File: config.mk
export PLATFORM = sky130hd
export DESIGN_NAME = memoryController
export DESIGN_NICKNAME = d
export VERILOG_FILES = /design/src/common/memPkg.sv /design/src/memoryController/memoryController.sv
export SDC_FILE = /design/constraint.sdc
export NUM_CORES = 1
export LEC_CHECK = 0
export BUFFER_PORTS_ARGS = -buffer_cell sky130_fd_sc_hd__buf_2
export CAP_MARGIN = 40
export CORE_UTILIZATION = 34
export CTS_BUF_LIST = sky130_fd_sc_hd__clkbuf_4
export CTS_CLUSTER_SIZE = 30
export DETAILED_ROUTE_END_ITERATION = 6
export MAX_ROUTING_LAYER = met4
export PLACE_DENSITY = 0.8
export SLEW_MARGIN = 20
export SYNTH_ARGS = -nofsm -noshare
export SYNTH_HDL_FRONTEND = slang
export SYNTH_SLANG_ARGS = --single-unit
File: constraint.sdc
create_clock -name CLK -period 2.1 [get_ports CLK]
set_clock_uncertainty 0.15 [all_clocks]
set_input_delay 0 -clock CLK [delete_from_list [all_inputs] [get_ports CLK]]
set_output_delay 0 -clock CLK [all_outputs]
set_load 0.1 [all_outputs]
File: src/common/memPkg.sv
// memory subsystem package: address union, page and register constants, ROM contents
package memPkg;

	// one CPU address word, read either as a RAM location or as an I/O register
	typedef union packed {
		struct packed {
			logic [1:0]  bank;	// top two bits pick the RAM bank
			logic [13:0] offset;	// word within the bank
		} ram;
		struct packed {
			logic [7:0] page;	// 256-word page of the map
			logic [3:0] sel;	// peripheral within an I/O page
			logic [3:0] regIdx;	// register within the peripheral
		} io;
	} memAddr_t;

	// address map pages
	localparam logic [7:0] ROM_PAGE  = 8'h00;	// boot ROM, 0x0000..0x00ff
	localparam logic [7:0] GPIO_PAGE = 8'h01;
	localparam logic [7:0] PWM_PAGE  = 8'h01;
	localparam logic [7:0] HOLE_LAST = 8'h0F;	// last page of the I/O area

	// peripheral select within an I/O page
	localparam logic [3:0] GPIO_SEL = 4'h1;	// 0x011x
	localparam logic [3:0] PWM_SEL  = 4'h2;	// 0x012x

	// GPIO registers
	localparam logic [3:0] GPIO_OUT_REG = 4'h0;	// output latch
	localparam logic [3:0] GPIO_IN_REG  = 4'h1;	// synchronized input pins

	// PWM registers, one duty per LED
	localparam logic [3:0] PWM_DUTY0 = 4'h0;
	localparam logic [3:0] PWM_DUTY1 = 4'h1;
	localparam logic [3:0] PWM_DUTY2 = 4'h2;

	// boot ROM image, a recognizable pattern with no two words alike
	function automatic logic [15:0] romWord(input logic [7:0] romAddr);
		logic [7:0] upper;
		upper = romAddr ^ 8'hA5;
		return {upper, romAddr};
	endfunction

endpackage

File: src/memoryController/memoryController.sv
// memory controller: address decode, write strobe steering, registered read data mux
module memoryController #(
	parameter int BITS = 16
) (
	input  logic             CLK,
	input  logic             RSTb,
	input  memPkg::memAddr_t ADDRESS,
	input  logic             memWR,		// write strobe, one cycle
	input  logic             memRD,		// all reads are synchronous, kept for the CPU port
	input  logic [BITS-1:0]  romData,
	input  logic [BITS-1:0]  ramData0,
	input  logic [BITS-1:0]  ramData1,
	input  logic [BITS-1:0]  ramData2,
	input  logic [BITS-1:0]  ramData3,
	input  logic [BITS-1:0]  gpioData,
	input  logic [BITS-1:0]  pwmData,
	output logic [BITS-1:0]  DATA_OUT,
	output logic [3:0]       ramWr,
	output logic             gpioWr,
	output logic             pwmWr
);
	import memPkg::*;

	localparam logic [2:0] TGT_ROM  = 3'd0;
	localparam logic [2:0] TGT_RAM  = 3'd1;
	localparam logic [2:0] TGT_GPIO = 3'd2;
	localparam logic [2:0] TGT_PWM  = 3'd3;
	localparam logic [2:0] TGT_HOLE = 3'd4;

	memAddr_t   addrQ;		// address of the read in flight
	logic [2:0] wrTarget;
	logic [2:0] rdTarget;

	// the low pages are I/O, everything above them is RAM
	function automatic logic [2:0] targetOf(input memAddr_t a);
		if (a.io.page == ROM_PAGE)
			return TGT_ROM;
		if (a.io.page <= HOLE_LAST) begin
			if (a.io.page == GPIO_PAGE && a.io.sel == GPIO_SEL)
				return TGT_GPIO;
			if (a.io.page == PWM_PAGE && a.io.sel == PWM_SEL)
				return TGT_PWM;
			return TGT_HOLE;	// uart, spi, audio and gfx pages land here
		end
		return TGT_RAM;
	endfunction

	assign wrTarget = targetOf(ADDRESS);
	assign rdTarget = targetOf(addrQ);

	always_comb begin
		ramWr  = 4'b0000;
		gpioWr = 1'b0;
		pwmWr  = 1'b0;
		case (wrTarget)
			TGT_RAM:  ramWr[ADDRESS.ram.bank] = memWR;
			TGT_GPIO: gpioWr = memWR;
			TGT_PWM:  pwmWr = memWR;
			default:  ;	// ROM and hole drop writes
		endcase
	end

	// every target answers one cycle late, so the mux follows the registered address
	always_ff @(posedge CLK) begin
		if (!RSTb)
			addrQ <= '0;	// ROM word 0 after reset
		else
			addrQ <= ADDRESS;
	end

	always_comb begin
		DATA_OUT = '0;	// hole reads zero
		case (rdTarget)
			TGT_ROM: DATA_OUT = romData;
			TGT_RAM: begin
				case (addrQ.ram.bank)
					2'd0: DATA_OUT = ramData0;
					2'd1: DATA_OUT = ramData1;
					2'd2: DATA_OUT = ramData2;
					2'd3: DATA_OUT = ramData3;
				endcase
			end
			TGT_GPIO: DATA_OUT = gpioData;
			TGT_PWM:  DATA_OUT = pwmData;
			default:  ;
		endcase
	end

	// at most one target is written per cycle
	strobeOneHot: assert property (@(posedge CLK) disable iff (!RSTb)
		$onehot0({ramWr, gpioWr, pwmWr}))
		else $error("more than one write strobe active");

	// a strobe only ever comes from a CPU write
	strobeNeedsWr: assert property (@(posedge CLK) disable iff (!RSTb)
		(|{ramWr, gpioWr, pwmWr}) |-> memWR)
		else $error("write strobe without memWR");

endmodule

Word level (Yosys, flattened, before mapping)
Cells that the tools add are included.
{ "totals": {"out_inout_bits": 22, "reg_bits": 16, "in_bits": 132} }
{ "classes": {"n_reduce_logical": 9, "muxes": 43, "eq_ne": 15, "n_lt_le_gt_ge": 4, "bitwise": 1} }
{ "ops": {"columns": ["operator", "n"], "rows": [
  ["case mux 16 bit (4 select lines)", 2],
  ["two-way mux 3 bit", 16],
  ["two-way mux 1 bit", 23],
  ["equality test 8 x 1 -> 1 bit, second input constant", 2],
  ["less-or-equal comparator 8 x 4 -> 1 bit, second input constant", 2],
  ["logical NOT 8 bit", 2],
  ["equality test 3 x 2 -> 1 bit, second input constant", 4],
  ["equality test 4 x 1 -> 1 bit, second input constant", 2],
  ["equality test 4 x 2 -> 1 bit, second input constant", 2],
  ["equality test 3 x 1 -> 1 bit, second input constant", 2],
  ["logical AND 1 bit", 5],
  ["AND 4 bit", 1],
  ["equality test 2 bit, second input constant", 2],
  ["two-way mux 4 bit", 1],
  ["logical NOT 3 bit", 1],
  ["< comparator 2 x 3 -> 1 bit, second input constant", 1],
  ["demux 1 bit (select 2 bit)", 1],
  ["equality test 2 x 1 -> 1 bit, second input constant", 1],
  ["greater-or-equal comparator 2 x 1 -> 1 bit, second input constant", 1],
  ["logical NOT 2 bit", 1]
]} }

Depth between registers and ports, before layout
Gate-level depths: netlist (run 1).
{ "depth": {"word_depth": 15, "ltp_mapped": 6} }

Worst setup path after synthesis (run 1)
Ideal clock, no wire load.
{ "synth_timing": {"path_kind": "input-to-output", "startpoint": "input ADDRESS[9] in the netlist's numbering", "endpoint": "output pwmWr", "setup_slack_ps": -706, "t_arrival_ps": 2656, "path_stages": 3, "path_cell_list": "nor4b_1 nand4_1 nor3b_1"} }
{ "synth_between": {"elab_chain_cells": 13} }
{ "synth_lines": {"columns": ["element", "line", "rtl"], "rows": [
  ["start, declared", "memoryController.sv:7", "input memPkg::memAddr_t ADDRESS,"],
  ["equality test 8 x 1 -> 1 bit", "memoryController.sv:39, memoryController.sv:41", null],
  ["logical AND 1 bit", "memoryController.sv:41", "if (a.io.page == PWM_PAGE && a.io.sel == PWM_SEL)"],
  ["two-way mux 1 bit (2 in a row)", "memoryController.sv:41", null],
  ["two-way mux 1 bit (2 in a row)", "memoryController.sv:38", "if (a.io.page <= HOLE_LAST) begin"],
  ["two-way mux 3 bit", "memoryController.sv:43", "return TGT_HOLE;"],
  ["two-way mux 3 bit", "memoryController.sv:41", null],
  ["two-way mux 3 bit", "memoryController.sv:38", null],
  ["two-way mux 3 bit", "memoryController.sv:45", "return TGT_RAM;"],
  ["two-way mux 3 bit *", "memoryController.sv:38", null],
  ["equality test 3 x 2 -> 1 bit *", "memoryController.sv:55", "case (wrTarget)"],
  ["two-way mux 1 bit *", "memoryController.sv:55", null],
  ["end, declared", "memoryController.sv:20", "output logic pwmWr"]
]} }
Mark *: on every way between the ends. The rest lies on a longest branch, timed or not. The select of a mux whose other input is x is not followed.

Worst setup path in the final report (run 1)
{ "layout_timing": {"startpoint": "register addrQ[13] in the netlist's numbering", "endpoint": "output DATA_OUT[2]"} }
{ "layout_between": {"elab_chain_cells": 13} }
{ "layout_lines": {"columns": ["element", "line", "rtl"], "rows": [
  ["start, declared", "memoryController.sv:30", "memAddr_t addrQ;"],
  ["start signal, assigned", "memoryController.sv:66", "addrQ <= '0;"],
  ["start signal, assigned", "memoryController.sv:68", "addrQ <= ADDRESS;"],
  ["equality test 8 x 1 -> 1 bit", "memoryController.sv:39, memoryController.sv:41", null],
  ["logical AND 1 bit", "memoryController.sv:41", null],
  ["two-way mux 1 bit (2 in a row)", "memoryController.sv:41", null],
  ["two-way mux 1 bit (2 in a row)", "memoryController.sv:38", null],
  ["two-way mux 3 bit", "memoryController.sv:43", null],
  ["two-way mux 3 bit", "memoryController.sv:41", null],
  ["two-way mux 3 bit", "memoryController.sv:38", null],
  ["two-way mux 3 bit", "memoryController.sv:45", null],
  ["two-way mux 3 bit *", "memoryController.sv:38", null],
  ["equality test 3 x 2 -> 1 bit (tied with other cells)", "memoryController.sv:73", "case (rdTarget)"],
  ["case mux 16 bit (4 select lines) *", "memoryController.sv:73", null],
  ["end, declared", "memoryController.sv:17", "output logic [BITS-1:0] DATA_OUT,"]
]} }
Marked as above.

==> impl_metrics.py, run 1 <==
metrics = {
    "worst_setup_path": {
        "required_ns": 1.95,
        "startpoint_type": "flip-flop",
        "cpMaxStageDelayCell": "or4_4",
        "worstSetupPathType": "reg -> out",
        "critPathMaxStageDelay_ns": 0.59,
        "crit_fanout": 16,
        "cp_common_cell": "buf_12",
        "cp-end-kind": "output pin",
        "arrival_ns": 1.98,
        "crit_chain": "or4_4 -> nor4_4 -> buf_12 -> a22oi_1 -> nand2_4 -> buf_12",
        "critPathCapture": "DATA_OUT[2]",
        "startpoint": "addrQ[13]",
    },
    "synthesis": {
        "syn_inst": 137,
        "synth-seq-cells": 12,
        "synth_area_leader_cell": "mux4_2",
        "synth_top_area_share_pct": 27.6,
        "seq_area_frac_synth_pct": 18.4,
        "syn_avg_cell_area_um2": 9.52,
        "netlist_top_cells_area": "mux4_2, dfxtp_1, o21a_1",
        "netlist_area_mm2": 0.00130,
        "synth_nets": 269,
        "yosys_warnings": 0,
        "ys_types": 25,
    },
    "global_routing": {
        "use_met3_pct": 4.82,
        "antenna_found_initial": 0,
        "use_met2_pct": 47.7,
        "grt_pass1_wl_um": 7900,
        "track_usage_pct": 25.9,
        "grt_max_degree": 17,
        "grt_pass1_vias": 1738,
        "gr-total-overflow": 0,
        "grt_util_met1_pct": 27.4,
        "grt.busiest_layer": "met2",
    },
    "outcome": {
        "status": "finished with violations",
        "violations": "setup timing",
    },
    "sta": {
        "setup_slack_ns": -0.0325,
        "worstMarginPinSlew_ns": 0.492,
        "hold_ws_ns": 0.217,
        "setup_viol": 12,
        "finalHoldViolCount": 0,
        "finalMaxSlewViolations": 0,
        "slew_headroom_pct": 67.4,
        "fmax_ghz": 0.469,
        "fin_crit_sh_pct": 102,
        "rsz0062_at_grt": "yes",
        "finalSetupTns_ns": -0.164,
        "fin_crit_ns": 2.13,
    },
    "detailed_routing": {
        "first_iter_violations": 46,
        "detail_route.wl_per_cell_um": 14.9,
        "post-route-drc-count": 0,
        "viasPerCell": 5.06,
        "wl_um": 5310,
        "drt_first_pass_iters": 4,
        "ant_nets": 0,
        "vias": 1800,
    },
    "hold_path": {
        "min_path_type": "in -> out",
    },
    "clock_network": {
        "numCtsBuffers": 3,
        "cts_tree": "built",
        "postCtsSetupRepairBufs": 0,
        "clock_sinks": 12,
        "clk_pin_slew_ns": 0.07,
        "cts_root_buf": "clkbuf_4",
        "clockBufferDepth": 2,
        "htreeDepth": 1,
    },
    "die": {
        "die_h_um": 63.9,
        "fp.coreArea_mm2": 0.00366,
        "die_w_um": 63.9,
        "fp.dieArea_mm2": 0.00409,
        "rows": 22,
        "initial_core_util_pct": 35.6,
        "io_pins": 154,
    },
    "cells_and_area": {
        "nNetsFinal": 442,
        "nFillCells": 247,
        "multi_input_area_mm2": 0.00114,
        "max_flop_register": "addrQ",
        "drive_gt1_share_pct": 66.6,
        "finalNonFillerCells": 356,
        "stdcell_area_mm2": 0.00280,
        "area_growth_pct": 114,
        "n_antenna_cell": 0,
        "largest_reg_flops": 12,
        "top_regs": "addrQ: 12 flops",
        "finish.utilization_pct": 76.4,
        "area.sequential_um2": 241,
    },
    "pwr": {
        "total_power_mw": 1.28,
        "ir_worst_vdd_v": 0.000361,
        "power.leakage_nw": 1.30,
        "power_density_mw_per_mm2": 459,
    },
    "place": {
        "io_buffers": 148,
        "routabilityCongestion": 0.793,
        "dp_hpwl_um": 4200,
        "place_area_mm2": 0.00249,
        "dp.cells": 329,
        "post-place-ws_ns": 0.133,
    },
    "run": {
        "cap_violations": 0,
    },
}
==> per-layer routing <==
layer	routed length, um	up-vias
li1	-	873
met1	1960	845
met2	2920	70
met3	305	12
met4	119	0
met5	0	-
==> cell usage after synthesis (all sizes together) <==
cell	n
dfxtp	12
mux4	16
o21a	16
nor3b	3
nor2	4
or3	1
buf	6
nand2	18
clkbuf	6
nand4	1
and2	12
nor2b	1
nor3	1
a21oi	16
a22oi	16
nor4b	1
or4	1
nand2b	2
and3	1
or3b	1
nor4	2
==> worst max-delay path: cells and delay by family, from the launching register on <==
kind	cells	cell delay [ns]
AND/OR/NAND/NOR	3	0.91
flip-flops	1	0.32
AO/OA/AOI/OAI	1	0.14
buffers and inverters	2	0.36
==> layout by cell type, fill, tap and decap left out, drive strengths merged <==
master / instances
nor2b: 1
o21a: 16
and3: 1
dfxtp: 12
clkbuf: 4
nand2b: 2
nor3b: 3
buf: 155
mux4: 16
nor4: 2
nand2: 18
nor3: 1
or3: 1
or3b: 1
nor2: 4
nand4: 1
dlygate4sd3: 24
nor4b: 1
and2: 12
or4: 1
a22oi: 16
a21oi: 16
==> how the worst min path moves through the flow <==
| stage | start | to | slack (ns) | cells past startpoint |
|---|---|---|---|---|
| 3_5_place_dp | ADDRESS[12] | addrQ[12] | 0.07 | 2 |
| 3_3_place_gp | ADDRESS[9] | addrQ[9] | 0.07 | 2 |
| 6_report | romData[8] | DATA_OUT[8] | 0.22 | 4 |
| 4_1_cts | romData[9] | DATA_OUT[9] | 0.23 | 4 |
| 2_1_floorplan | ADDRESS[10] | addrQ[10] | -0.03 | 1 |
| 5_1_grt | romData[8] | DATA_OUT[8] | 0.23 | 4 |
==> repair_timing <==
action	CTS	global route
hold buffers	24	0
gates resized for setup	2	11
pin swaps	2	0
gates cloned	0	0
hold endpoints to repair	12	0
endpoints found under the setup margin	16	18
==> where the power goes <==
part	switching [mW]	total [mW]	leakage, nW	internal, mW
Clock	0.0632	0.129	0.0138	0.0659
Combinational	0.516	0.908	1.18	0.392
Sequential	0.00635	0.246	0.100	0.240
Total	0.585	1.28	1.30	0.698
==> logic make-up (layout without fill, tap and decap cells) <==
group	count (synthesis)	count (layout)	share of synthesized area, %
muxes	16	16	27.6
AOI/OAI and AO/OA	48	48	25.0
DFF	12	12	18.4
and+or+nand+nor	49	49	23.4
buffers and inverters	12	183	5.57
==> area by class of cell <==
type	count	share of cell area (%)
Sequential cell	12	8.64
Clock buffer	3	0.806
Tap cell	48	2.15
Timing Repair Buffer	180	47.5
Multi-Input combinational cell	113	40.9
(Power assumes the default switching activity.)
==> run 2: changes to the inputs <==
--- a/config.mk
+++ b/config.mk
@@ -7,6 +7,7 @@
 export LEC_CHECK = 0
 export BUFFER_PORTS_ARGS = -buffer_cell sky130_fd_sc_hd__buf_2
 export CAP_MARGIN = 40
+export CORE_MARGIN = 8
 export CORE_UTILIZATION = 34
 export CTS_BUF_LIST = sky130_fd_sc_hd__clkbuf_4
 export CTS_CLUSTER_SIZE = 30
==> impl_metrics.py, run 2 (synthesis results as in run 1) <==
metrics = {
    "outcome": {
        "status": "finished with violations",
        "violations": "setup timing",
    },
    "clock_network": {
        "postCtsSetupRepairBufs": 0,
        "cts_tree": "built",
        "clock_sinks": 12,
        "htreeDepth": 1,
        "clockBufferDepth": 2,
        "numCtsBuffers": 3,
        "cts_root_buf": "clkbuf_4",
        "clk_pin_slew_ns": 0.07,
    },
    "cells_and_area": {
        "top_regs": "addrQ: 12 flops",
        "drive_gt1_share_pct": 67.6,
        "largest_reg_flops": 12,
        "finish.utilization_pct": 76.3,
        "nNetsFinal": 442,
        "n_antenna_cell": 0,
        "area_growth_pct": 116,
        "layout_commonest_cell": "buf_2",
        "mostFrequentLayoutCells": "buf_2, dlygate4sd3_1, buf_12",
        "max_flop_register": "addrQ",
        "finalNonFillerCells": 357,
        "stdcell_area_mm2": 0.00282,
    },
    "worst_setup_path": {
        "cp_common_cell": "buf_12",
        "worstSetupPathType": "reg -> out",
        "required_ns": 1.95,
        "crit_fanout": 16,
        "critPathMaxStageDelay_ns": 0.59,
        "startpoint_type": "flip-flop",
        "crit_family": "simple AND/OR/NAND/NOR gates",
        "crit_chain": "or4_4 -> nor4_4 -> buf_12 -> a22oi_1 -> nand2_4 -> buf_12",
        "cpMaxStageDelayCell": "or4_4",
        "arrival_ns": 2.00,
        "cp-end-kind": "output pin",
        "worst-path-buf-inv": 2,
    },
    "global_routing": {
        "grt_max_degree": 17,
        "grt_pass1_vias": 2147,
        "grt_pass1_wl_um": 10500,
        "gr-total-overflow": 0,
        "track_usage_pct": 22.2,
        "antenna_found_initial": 0,
    },
    "place": {
        "io_buffers": 148,
        "dp.cells": 329,
        "place_area_mm2": 0.00249,
        "dp_hpwl_um": 5270,
        "routabilityCongestion": 0.880,
    },
    "sta": {
        "fin_crit_ns": 2.15,
        "finalMaxSlewViolations": 0,
        "setup_viol": 16,
        "setup_slack_ns": -0.0493,
        "finalHoldViolCount": 0,
        "fmax_ghz": 0.465,
        "fin_crit_sh_pct": 102,
        "worstMarginPinSlew_ns": 0.507,
        "slew_headroom_pct": 66.5,
        "hold_ws_ns": 0.229,
        "rsz0062_at_grt": "yes",
    },
    "pwr": {
        "ir_worst_vdd_v": 0.000401,
        "p_int_uw": 703,
        "seq_power_share_pct": 18.7,
        "power_frac_clock_pct": 11.4,
        "power_density_mw_per_mm2": 468,
        "power.switching_uw": 615,
        "power.leakage_nw": 1.30,
        "switching_share_pct": 46.6,
        "power.share.combinational_pct": 69.9,
    },
    "detailed_routing": {
        "wl_met2_um": 4060,
        "top_layer_used": "met4",
        "routed-wl-met3_um": 398,
        "wl_um": 7020,
        "vias": 1860,
        "viasPerCell": 5.21,
        "ant_nets": 0,
        "detail_route.wl_per_cell_um": 19.7,
        "post-route-drc-count": 0,
        "first_iter_violations": 72,
        "met1Wirelength_um": 2450,
        "drt_first_pass_iters": 4,
    },
    "run": {
        "cap_violations": 0,
    },
    "die": {
        "io_pins": 154,
        "fp.coreArea_mm2": 0.00369,
        "die_h_um": 77.9,
        "fp.dieArea_mm2": 0.00607,
        "die_w_um": 77.9,
        "initial_core_util_pct": 35.3,
        "rows": 22,
    },
    "hold_path": {
        "min_path_type": "in -> out",
    },
}
==> run 2: routing by layer <==
metal	track usage, %	vias to the layer above
li1	-	872
met3	4.84	14
met4	5.37	0
met5	-	-
met2	43.9	87
met1	21.0	887
==> run 2: final timing paths <==
path	cells after the start	slack, ns	startpoint	end
setup / recovery	6	-0.05	addrQ[13]	DATA_OUT[5]
hold / removal	4	0.23	romData[8]	DATA_OUT[8]
==> run 2: cell type report <==
cell class,count,area [um2]
Clock buffer,3,22.5
Clock inverter,1,3.75
Fill cell,260,873
Multi-Input combinational cell,113,1160
Sequential cell,12,241
Tap cell,48,60.1
Timing Repair Buffer,180,1320
==> run 2: per-stage QoR <==
step / total power, mW / worst slack (ns) / setup TNS (ns)
final: 1.32 / -0.0493 / -0.472
after CTS: 1.30 / -0.0561 / -0.480
after global placement: 1.10 / 0.165 / 0
after global routing: 1.37 / -0.118 / -1.55
after detailed placement: 1.12 / 0.109 / 0
after floorplan: 0.771 / -0.706 / -1.39
==> run 2: timing repair <==
item	4_1_cts	5_1_grt
setup endpoints to repair	16	18
endpoints found under the hold margin	12	0
gates resized for setup	3	13
pin swaps	2	2
hold buffers	24	0
==> run 2: power by group through the flow <==
stage	Sequential [mW]	Combinational, mW	Clock, mW
3_5_place_dp	0.250	0.869	0
3_3_place_gp	0.250	0.855	0
2_1_floorplan	0.248	0.523	0
4_1_cts	0.246	0.907	0.144
5_1_grt	0.248	0.958	0.165
6_report	0.247	0.921	0.150
